--- config.mk ---
export PLATFORM = sky130hd
export DESIGN_NAME = cache_top
export DESIGN_NICKNAME = d
export VERILOG_FILES = /design/src/rtl/cache_pkg.sv /design/src/rtl/cache_controller.sv /design/src/rtl/cache_data_array.sv /design/src/rtl/cache_read_channel.sv /design/src/rtl/cache_tag_array.sv /design/src/rtl/cache_top.sv
export SDC_FILE = /design/constraint.sdc
export NUM_CORES = 1
export LEC_CHECK = 0
export BUFFER_PORTS_ARGS = -buffer_cell sky130_fd_sc_hd__clkbuf_2
export CAP_MARGIN = 20
export CORE_MARGIN = 2
export CORE_UTILIZATION = 30
export DETAILED_ROUTE_END_ITERATION = 6
export GPL_ROUTABILITY_DRIVEN = 0
export HOLD_SLACK_MARGIN = 0.08
export PLACE_DENSITY = 0.48
export SETUP_SLACK_MARGIN = 0.5
export SLEW_MARGIN = 10
export SYNTH_ARGS = -nofsm -noshare
export SYNTH_HDL_FRONTEND = slang
export SYNTH_SLANG_ARGS = --single-unit
--- constraint.sdc ---
create_clock -name clk -period 3.6 [get_ports clk]
set_input_delay 0.54 -clock clk [delete_from_list [all_inputs] [get_ports clk]]
set_output_delay 0.54 -clock clk [all_outputs]
set_load 0.02 [all_outputs]
--- src/rtl/cache_pkg.sv ---
package cache_pkg;

    localparam int addr_w         = 16;                 // byte address
    localparam int data_w         = 32;                 // front and back end word
    localparam int byte_offset_w  = 2;                  // byte within word
    localparam int word_offset_w  = 2;                  // word within line
    localparam int words_per_line = 1 << word_offset_w;
    localparam int index_w        = 3;                  // line select
    localparam int num_lines      = 1 << index_w;
    localparam int tag_w          = addr_w - index_w - word_offset_w - byte_offset_w;

    // front end read request, laid out as the byte address
    typedef struct packed {
        logic [tag_w-1:0]         tag;
        logic [index_w-1:0]       index;
        logic [word_offset_w-1:0] word_offset;
        logic [byte_offset_w-1:0] byte_offset;
    } fe_req_t;

    typedef struct packed {
        logic [data_w-1:0] data;
    } fe_resp_t;

    // identifies one line, used for refill and tag update
    typedef struct packed {
        logic [tag_w-1:0]   tag;
        logic [index_w-1:0] index;
    } line_addr_t;

    typedef struct packed {
        logic [index_w-1:0]       index;
        logic [word_offset_w-1:0] word_offset;
        logic [data_w-1:0]        data;
    } refill_word_t;

    typedef enum logic [2:0] {
        ctrl_idle,
        ctrl_lookup,
        ctrl_compare,
        ctrl_refill,
        ctrl_respond,
        ctrl_release
    } ctrl_state_e;

    typedef enum logic [1:0] {
        rf_idle,
        rf_handshake,
        rf_end_handshake        // one extra cycle after the last beat
    } refill_state_e;

endpackage

--- src/rtl/cache_controller.sv ---
module cache_controller (
    input  logic                                clk,
    input  logic                                reset,
    input  logic                                req,
    input  cache_pkg::fe_req_t                  fe_req,
    output logic                                ack,
    output cache_pkg::fe_resp_t                 fe_resp,
    output logic [cache_pkg::index_w-1:0]       rd_index,
    output logic [cache_pkg::word_offset_w-1:0] rd_word,
    input  logic                                rd_valid,
    input  logic [cache_pkg::tag_w-1:0]         rd_tag,
    input  logic [cache_pkg::data_w-1:0]        rd_data,
    output logic                                tag_we,
    output cache_pkg::line_addr_t               tag_wr,
    output logic                                replace_valid,
    output cache_pkg::line_addr_t               replace_addr,
    input  logic                                replace
);

    cache_pkg::ctrl_state_e state;
    logic                   hit;

    // fe_req is stable while req is high, so the array address comes from it
    assign rd_index = fe_req.index;
    assign rd_word  = fe_req.word_offset;

    assign hit = rd_valid && (rd_tag == fe_req.tag);

    assign replace_valid      = (state == cache_pkg::ctrl_compare) && !hit;    // one cycle
    assign replace_addr.tag   = fe_req.tag;
    assign replace_addr.index = fe_req.index;

    // the channel raises replace in the first refill cycle, so its fall means done
    assign tag_we       = (state == cache_pkg::ctrl_refill) && !replace;
    assign tag_wr.tag   = fe_req.tag;
    assign tag_wr.index = fe_req.index;

    always_ff @(posedge clk, posedge reset) begin
        if (reset) begin
            state <= cache_pkg::ctrl_idle;
            ack   <= 1'b0;
        end else begin
            case (state)
                cache_pkg::ctrl_idle: begin
                    if (req)
                        state <= cache_pkg::ctrl_lookup;
                end
                cache_pkg::ctrl_lookup: begin
                    state <= cache_pkg::ctrl_compare;    // arrays read this cycle
                end
                cache_pkg::ctrl_compare: begin
                    if (hit)
                        state <= cache_pkg::ctrl_respond;
                    else
                        state <= cache_pkg::ctrl_refill;
                end
                cache_pkg::ctrl_refill: begin
                    if (!replace)
                        state <= cache_pkg::ctrl_lookup; // retry, now a hit
                end
                cache_pkg::ctrl_respond: begin
                    ack   <= 1'b1;
                    state <= cache_pkg::ctrl_release;
                end
                cache_pkg::ctrl_release: begin
                    if (!req) begin
                        ack   <= 1'b0;
                        state <= cache_pkg::ctrl_idle;
                    end
                end
                default: state <= cache_pkg::ctrl_idle;
            endcase
        end
    end

    // read data held for the front end until the next hit
    always_ff @(posedge clk) begin
        if (state == cache_pkg::ctrl_compare && hit)
            fe_resp.data <= rd_data;
    end

endmodule

--- src/rtl/cache_data_array.sv ---
module cache_data_array (
    input  logic                                clk,
    input  logic [cache_pkg::index_w-1:0]       rd_index,
    input  logic [cache_pkg::word_offset_w-1:0] rd_word,
    input  logic                                refill_we,
    input  cache_pkg::refill_word_t             refill,
    output logic [cache_pkg::data_w-1:0]        rd_data
);

    localparam int depth = cache_pkg::num_lines * cache_pkg::words_per_line;
    localparam int ptr_w = cache_pkg::index_w + cache_pkg::word_offset_w;

    logic [cache_pkg::data_w-1:0]   mem [depth];
    logic [ptr_w-1:0]               rd_ptr;
    logic [ptr_w-1:0]               wr_ptr;

    // word address is line index followed by word offset
    assign rd_ptr = {rd_index, rd_word};
    assign wr_ptr = {refill.index, refill.word_offset};

    always_ff @(posedge clk) begin
        if (refill_we)
            mem[wr_ptr] <= refill.data;     // refill port only
        rd_data <= mem[rd_ptr];
    end

endmodule

--- src/rtl/cache_read_channel.sv ---
module cache_read_channel (
    input  logic                            clk,
    input  logic                            reset,
    input  logic                            replace_valid,
    input  cache_pkg::line_addr_t           replace_addr,
    output logic                            replace,
    output logic                            mem_valid,
    output logic [cache_pkg::addr_w-1:0]    mem_addr,
    input  logic                            mem_ready,
    input  logic [cache_pkg::data_w-1:0]    mem_rdata,
    output logic                            refill_we,
    output cache_pkg::refill_word_t         refill
);

    cache_pkg::refill_state_e               state;
    cache_pkg::line_addr_t                  line_q;     // line being fetched
    logic [cache_pkg::word_offset_w-1:0]    word_cnt;   // next word to request
    logic                                   beat;

    assign beat = mem_valid & mem_ready;

    always_ff @(posedge clk, posedge reset) begin
        if (reset) begin
            state    <= cache_pkg::rf_idle;
            word_cnt <= '0;
        end else begin
            case (state)
                cache_pkg::rf_idle: begin
                    word_cnt <= '0;
                    if (replace_valid)
                        state <= cache_pkg::rf_handshake;
                end
                cache_pkg::rf_handshake: begin
                    if (beat) begin
                        word_cnt <= word_cnt + 1'b1;
                        if (&word_cnt)              // last word of the line accepted
                            state <= cache_pkg::rf_end_handshake;
                    end
                end
                cache_pkg::rf_end_handshake: begin
                    state <= cache_pkg::rf_idle;
                end
                default: state <= cache_pkg::rf_idle;
            endcase
        end
    end

    // capture the line so the controller need not hold it
    always_ff @(posedge clk) begin
        if (state == cache_pkg::rf_idle && replace_valid)
            line_q <= replace_addr;
    end

    assign replace   = (state != cache_pkg::rf_idle);
    assign mem_valid = (state == cache_pkg::rf_handshake);
    assign mem_addr  = {line_q, word_cnt, {cache_pkg::byte_offset_w{1'b0}}};

    // each accepted beat goes straight into the data array
    assign refill_we          = beat;
    assign refill.index       = line_q.index;
    assign refill.word_offset = word_cnt;
    assign refill.data        = mem_rdata;

endmodule

--- src/rtl/cache_tag_array.sv ---
module cache_tag_array (
    input  logic                            clk,
    input  logic                            reset,
    input  logic [cache_pkg::index_w-1:0]   rd_index,
    input  logic                            tag_we,
    input  cache_pkg::line_addr_t           tag_wr,
    output logic                            rd_valid,
    output logic [cache_pkg::tag_w-1:0]     rd_tag
);

    logic [cache_pkg::num_lines-1:0]    valid;                          // one bit per line
    logic [cache_pkg::tag_w-1:0]        tags [cache_pkg::num_lines];

    // valid bits are the only state cleared by reset
    always_ff @(posedge clk, posedge reset) begin
        if (reset) begin
            valid    <= '0;
            rd_valid <= 1'b0;
        end else begin
            if (tag_we)
                valid[tag_wr.index] <= 1'b1;
            rd_valid <= valid[rd_index];    // registered read
        end
    end

    always_ff @(posedge clk) begin
        if (tag_we)
            tags[tag_wr.index] <= tag_wr.tag;
        rd_tag <= tags[rd_index];
    end

endmodule

--- src/rtl/cache_top.sv ---
module cache_top (
    input  logic                            clk,
    input  logic                            reset,
    input  logic                            req,
    input  cache_pkg::fe_req_t              fe_req,
    output logic                            ack,
    output cache_pkg::fe_resp_t             fe_resp,
    output logic                            mem_valid,
    output logic [cache_pkg::addr_w-1:0]    mem_addr,
    input  logic                            mem_ready,
    input  logic [cache_pkg::data_w-1:0]    mem_rdata
);

    logic [cache_pkg::index_w-1:0]          rd_index;
    logic [cache_pkg::word_offset_w-1:0]    rd_word;
    logic                                   rd_valid;
    logic [cache_pkg::tag_w-1:0]            rd_tag;
    logic [cache_pkg::data_w-1:0]           rd_data;
    logic                                   tag_we;
    cache_pkg::line_addr_t                  tag_wr;
    logic                                   replace_valid;
    cache_pkg::line_addr_t                  replace_addr;
    logic                                   replace;
    logic                                   refill_we;
    cache_pkg::refill_word_t                refill;

    cache_controller i_controller (
        .clk           (clk),
        .reset         (reset),
        .req           (req),
        .fe_req        (fe_req),
        .ack           (ack),
        .fe_resp       (fe_resp),
        .rd_index      (rd_index),
        .rd_word       (rd_word),
        .rd_valid      (rd_valid),
        .rd_tag        (rd_tag),
        .rd_data       (rd_data),
        .tag_we        (tag_we),
        .tag_wr        (tag_wr),
        .replace_valid (replace_valid),
        .replace_addr  (replace_addr),
        .replace       (replace)
    );

    cache_tag_array i_tag_array (
        .clk      (clk),
        .reset    (reset),
        .rd_index (rd_index),
        .tag_we   (tag_we),
        .tag_wr   (tag_wr),
        .rd_valid (rd_valid),
        .rd_tag   (rd_tag)
    );

    cache_data_array i_data_array (
        .clk       (clk),
        .rd_index  (rd_index),
        .rd_word   (rd_word),
        .refill_we (refill_we),
        .refill    (refill),
        .rd_data   (rd_data)
    );

    cache_read_channel i_read_channel (
        .clk           (clk),
        .reset         (reset),
        .replace_valid (replace_valid),
        .replace_addr  (replace_addr),
        .replace       (replace),
        .mem_valid     (mem_valid),
        .mem_addr      (mem_addr),
        .mem_ready     (mem_ready),
        .mem_rdata     (mem_rdata),
        .refill_we     (refill_we),
        .refill        (refill)
    );

endmodule

==> results of run 1 <==
## worst paths after layout
path                                         startpoint                      end  slack (ns)
min in group asynchronous                         reset     i_tag_array.valid[2]        0.46
worst min register to register  i_data_array.rd_data[5]  i_controller.fe_resp[5]        0.41
worst max register to register  i_read_channel.state[1]   i_data_array.mem[3][1]        1.12
max in group asynchronous                         reset     i_tag_array.valid[3]        2.69
worst max-delay path            i_read_channel.state[1]   i_data_array.mem[3][1]        1.12
worst min-delay path                                req         i_controller.ack        0.15
## metrics by stage
stage | worst slack [ns] | instances | hold slack [ns] | util | total power (W)
6_report | 1.12 | 4656 | 0.145 | 0.357 | 0.0307
5_1_grt | 1.03 | 4655 | 0.170 | 0.357 | 0.0316
4_1_cts | 1.13 | 4653 | 0.0972 | 0.357 | 0.0309
3_5_place_dp | 0.773 | 4431 | 0.390 | 0.329 | 0.0181
3_3_place_gp | 0.808 | 4431 | 0.400 | 0.329 | 0.0180
2_1_floorplan | 0.630 | 2417 | 0.386 | - | 0.0171
## critical path, delay by kind of cell, from the launching register on
kind | cells | cell delay (ns)
buffers and inverters | 2 | 0.54
DFF | 1 | 0.44
and+or+nand+nor | 3 | 1.18
## cells by family (layout without fill, tap and decap cells)
| family | count (synthesis) | count (layout) |
|---|---|---|
| AOI/OAI and AO/OA | 311 | 311 |
| xor gates and xnor gates | 9 | 9 |
| adders and majority gates | 5 | 5 |
| buffers and inverters | 145 | 451 |
| DFF | 1198 | 1198 |
| muxes | 535 | 535 |
| other | 1 | 5 |
| and+or+nand+nor | 212 | 212 |
## power by group through the flow
stage	Sequential [W]	Combinational, W	Clock [W]
4_1_cts	0.0159	0.00189	0.0131
5_1_grt	0.0160	0.00200	0.0136
2_1_floorplan	0.0162	0.000958	0
6_report	0.0159	0.00187	0.0129
3_3_place_gp	0.0162	0.00184	0
3_5_place_dp	0.0162	0.00189	0
## layout make-up
cell class / instances / area (µm²)
fill: 13700 / 95300
clock buffer: 134 / 3050
clock inverter: 87 / 1050
multi-input combinational: 1074 / 9020
timing repair buffer: 221 / 1840
inverter: 9 / 33.8
antenna: 3 / 7.51
tap: 1930 / 2410
sequential: 1198 / 35500
## sequential cells by signal (all words and copies together) (netlist names)
name / cells
i_controller.fe_resp: 32
i_tag_array.rd_valid: 1
i_controller.state: 3
i_data_array.rd_data: 32
i_tag_array.valid: 8
i_tag_array.tags: 72
i_tag_array.rd_tag: 9
i_controller.ack: 1
i_read_channel.state: 2
i_data_array.mem: 1024
i_read_channel.word_cnt: 2
i_read_channel.mem_addr: 12
## per-layer routing
layer / vias to the layer above / GRT usage / part of all wire
met3: 192 / 0.0274 / 0.055
met4: 12 / 0.0490 / 0.025
met2: 649 / 0.272 / 0.48
li1: 10200 / - / -
met5: - / 0 / 0.00067
met1: 12300 / 0.221 / 0.44
## repair_timing
action                     CTS  global route
hold buffers                 1             0
resized for setup            0             0
setup endpoints to repair    0             0
hold endpoints to repair    17             0
## placed cells by master (no fill, tap or decap), types with 6 or more instances in the layout
cell type and instances:
nor2_1 16, dfrtp_1 17, inv_1 9, o21bai_1 8
edfxtp_1 1140, clkbuf_16 118, o21ai_0 9, clkinvlp_4 12
nand2_1 49, bufinv_16 20, nand4bb_4 6, clkbuf_1 12
nor4_1 64, nand3_1 8, nor2_4 32, clkbuf_2 96
buf_4 90, clkinv_1 24, dfxtp_1 41, o22ai_1 259
nand2b_1 6, clkinv_2 23, mux2i_1 528, buf_12 33
xnor2_1 7
==> summary.txt, run 1 <==
status: completed
leakage power: 18.1 nW
vias in the first global route: 23300
Final period util: 0.689
H-tree depth: 3
clock root cell: clkbuf_16
post-CTS setup repair buffer count: 0
CP endpoint kind: flop
post-synth cell types: 56
Slew @ Worst Pin: 1.01 ns
crit-path max cell delay: 0.65 ns
clk slew on worst S/H paths: 0.06 ns
CTS tree: yes
part of the power in registers: 0.520
Via density: 5.01
Synth Area in Simple Gates: 0.0254
r2r worst-path depth: 5
Slew Viols, Final: 0
number of flops mapped to enable cells by yosys: 1140
f_max: 403 MHz
WL/cell: 27.3 µm
synthesized instance count: 2416
die width: 391 µm
Core Footprint: 0.148 mm²
Overall Global Routing Usage: 0.164
Die Ht: 391 µm
Switching Fraction: 0.222
hold violation total from the final report: 0
number of DRC markers in iteration 0: 1997
startpoint types: flop
worst hold path depth: 3
XOR/XNOR share of the synthesized area: 0.00176
Main synth FF type: edfxtp_1
largest net degree at the start of global routing: 59
Async S/R FF share, synth: 0.0142
MaxCap Viol Count: 0
clock buffer depth: 3
Area Growth Syn to Fin: 17.8%
Crit Path Max Fanout: 20
gr ovfl total: 0
boundary pin count: 102
synth warn: 0
Power per Cell Area: 580 mW/mm²
complex-gate fraction of the synthesized area: 0.0447
Worst EP required: 4.03 ns
Switch Pwr: 0.00680 W
cell area after synthesis: 0.0449 mm²
Comb pwr share: 0.061
CP Class: reg -> reg
Pre-antenna DRT Iters: 5
synth cell count leaders: 1140 x edfxtp_1, 528 x mux2i_1, 259 x o22ai_1, 92 x buf_2, 64 x nor4_1
Setup TNS: 0 ns
Initial Util: 0.303
largest family of logic cells by synthesized area: multiplexers
crit path cell chain: nor2b_1, nand3_1, buf_4, nor2_4, buf_12
Synth top area share: 0.762
mux contribution to synthesized area: 0.120
most common cell in the netlist: edfxtp_1
first-pass GRT wire length: 176000 µm
CTS sink cnt: 1198
Routed WL: 127000 µm
VDD IR max: 0.436 mV
flops & latches, synth: 1198
slowest CP cell: nor2_4
Setup Skew: 0.0756 ns
initial antenna violation count: 11
final net count: 2678
DRT antenna net count: 0
TritonCTS Buffers: 118
routed vias: 23300
Slew Limit Headroom: 0.324
Clock power frac: 0.420
Post-Synth Adder-Cell Area: 0.00134
syn avg cell area: 18.6 µm²
drc violations: 0
biggest area consumer among synthesized cells: edfxtp_1
Pint: 0.0239 W
Die ar.: 0.153 mm²
unrepaired setup endpoints after global routing: false
time the worst path needs with I/O delays and setup: 2.48 ns
num rows: 141
Skew-Pair Late Insertion Delay: 0.77 ns
worst hold path type: in -> reg
I/O Buffers: 97
crit path DAT: 2.91 ns
Post-Layout Inst Area: 0.0529 mm²
share of layout cells above drive strength 1: 0.169
Final Setup Violations: 0
sequential area share after synthesis: 0.790
Synth area leaders: edfxtp_1 76%, mux2i_1 12%, o22ai_1 3.6%
placed cell areas: 0.0488 mm²
dpl hpwl: 69600 µm
Power figures use the tool's default switching activity.
==> inputs of run 2 (changes only) <==
- clock period: 3.6 -> 2.4 ns (I/O delays scaled with it)
==> run 2 against run 1 <==
First-iteration DRC count rose by 10%. Sequential power up 50%. Wire length increased by 8.3%. Critical path depth is the same. Combinational power increased by 100%. Fmax up 27%. Clock power rose by 48%. Utilization grew 2.2 points.
==> summary.txt, run 2 (synthesized netlist as in run 1, its figures left out) <==
Power per Cell Area: 832 mW/mm² (+44%)
Slew Limit Headroom: 0.532 (+0.208)
Setup Skew: 0.0414 ns (-0.0341 ns)
unrepaired setup endpoints after global routing: true
H-tree depth: 3 (unchanged)
Overall Global Routing Usage: 0.168 (+0.00454)
f_max: 513 MHz (+27%)
CP endpoint kind: flop
largest registers: i_data_array.mem (1024), i_tag_array.tags (72)
WL/cell: 28.4 µm (+4.2%)
Skew-Pair Late Insertion Delay: 0.74 ns (-0.03 ns)
vias in the first global route: 24200 (+3.8%)
largest net degree at the start of global routing: 54 (-8.5%)
max reg flops: 1024 (unchanged)
TritonCTS Buffers: 117 (-0.85%)
Via density: 5.08 (+1.3%)
FF-to-FF setup slack: 0.45 ns (-0.67 ns)
hold violation total from the final report: 0 (unchanged)
RR Endpoint: i_data_array.mem[7][12]
gr ovfl total: 0 (unchanged)
Final period util: 0.812 (+0.123)
Slew @ Worst Pin: 0.697 ns (-0.315 ns)
most common cell after layout, fill and taps aside: edfxtp_1
leakage power: 19.6 nW (+7.9%)
num rows: 141 (unchanged)
die width: 391 µm (unchanged)
CP Class: reg -> reg
Worst EP required: 2.83 ns (-1.20 ns)
share of layout cells above drive strength 1: 0.223 (+0.0546)
Final Setup Violations: 0 (unchanged)
RR Startpoint: i_read_channel.mem_addr[4]
Area Growth Syn to Fin: 25.0%
fillers: 13500 (-1.4%)
DRT antenna net count: 0 (unchanged)
boundary pin count: 102 (unchanged)
drc violations: 0 (unchanged)
Die ar.: 0.153 mm² (unchanged)
Crit Path Max Fanout: 7 (-65%)
status: completed
crit path DAT: 2.38 ns (-0.53 ns)
clock root cell: clkbuf_16
clk slew on worst S/H paths: 0.07 ns (about the same)
Slew Viols, Final: 0 (unchanged)
r2r worst-path depth: 5 (unchanged)
number of DRC markers in iteration 0: 2205 (+10%)
Routed WL: 138000 µm (+8.3%)
Pre-antenna DRT Iters: 5 (unchanged)
crit path to: i_data_array.mem[7][12]
Initial Util: 0.303 (unchanged)
time the worst path needs with I/O delays and setup: 1.95 ns (-0.530 ns)
first-pass GRT wire length: 182000 µm (+3.3%)
I/O Buffers: 97 (unchanged)
dpl hpwl: 70400 µm (+1.3%)
startpoint types: flop
worst hold path type: in -> reg
Reg with most FFs: i_data_array.mem
final core utilization: 0.379 (+0.0219)
Hold Path Origin: mem_ready
CTS tree: yes
clock buffer depth: 3 (unchanged)
routed vias: 24600 (+5.3%)
final net count: 2860 (+6.8%)
MaxCap Viol Count: 0 (unchanged)
VDD IR max: 0.617 mV (+42%)
initial antenna violation count: 9 (-2)
Core Footprint: 0.148 mm² (unchanged)
CTS sink cnt: 1198 (unchanged)
most frequent cells in the layout: 1140 x edfxtp_1, 528 x mux2i_1, 259 x o22ai_1, 142 x clkbuf_16, 123 x buf_4
Die Ht: 391 µm (unchanged)
Setup TNS: 0 ns (unchanged)
CP Launch Point: i_read_channel.mem_addr[4]
==> run 2: worst min-delay path by stage <==
stage	endpoint	cells past startpoint	slack (ns)
floorplan	i_controller.ack	1	0.29
global placement	i_controller.fe_resp[29]	0	0.39
detailed placement	i_controller.fe_resp[7]	0	0.39
CTS	i_read_channel.state[0]	4	0.12
global route	i_read_channel.state[0]	4	0.17
finish	i_read_channel.state[0]	4	0.18
==> run 2: stage by stage <==
step	cells	worst slack [ns]	power (W)	hold slack, ns	cell area [µm²]
2_1_floorplan	2417	0.417	0.0259	0.286	45300
4_1_cts	4783	0.419	0.0468	0.119	55000
3_5_place_dp	4485	-0.0930	0.0275	0.392	49800
6_report	4840	0.450	0.0467	0.181	56100
5_1_grt	4838	0.419	0.0481	0.170	56100
3_3_place_gp	4485	-0.0801	0.0274	0.394	49800
==> run 2: final cells by class <==
type | count | area, µm² | share of cell area
tap | 1930 | 2410 | 0.0430
clock buffer | 153 | 3160 | 0.0562
antenna | 2 | 5.00 | 0.0000891
inverter | 9 | 38.8 | 0.000691
sequential | 1198 | 35500 | 0.632
clock inverter | 70 | 857 | 0.0153
multi-input combinational | 1074 | 9220 | 0.164
timing repair buffer | 404 | 4970 | 0.0885
==> run 2: per-layer routing <==
| layer | vias to the layer above | routed length, µm | global-route usage |
|---|---|---|---|
| li1 | 10600 | - | - |
| met1 | 13000 | 58700 | 0.221 |
| met2 | 798 | 66800 | 0.284 |
| met3 | 180 | 8370 | 0.0290 |
| met4 | 10 | 3700 | 0.0528 |
| met5 | - | 65 | 0 |
==> run 2: report_power, final <==
group / total [W] / switching (W) / internal, W
clock network: 0.0191 / 0.00786 / 0.0112
registers: 0.0239 / 0.000294 / 0.0236
logic: 0.00374 / 0.00225 / 0.00148
==> run 2: worst max-delay path: stages (launching register included) <==
cell       delay, ns
edfxtp_1        0.48
buf_6           0.14
or3b_4          0.45
nor2_4          0.18
buf_12          0.17
clkbuf_16       0.20
==> run 2: timing repair <==
item,in CTS,in global routing
pin swaps,14,20
hold buffers,11,0
gates resized for setup,39,72
endpoints found under the hold margin,100,0
buffers inserted,50,26
gates cloned,14,29
endpoints found under the setup margin,1113,583
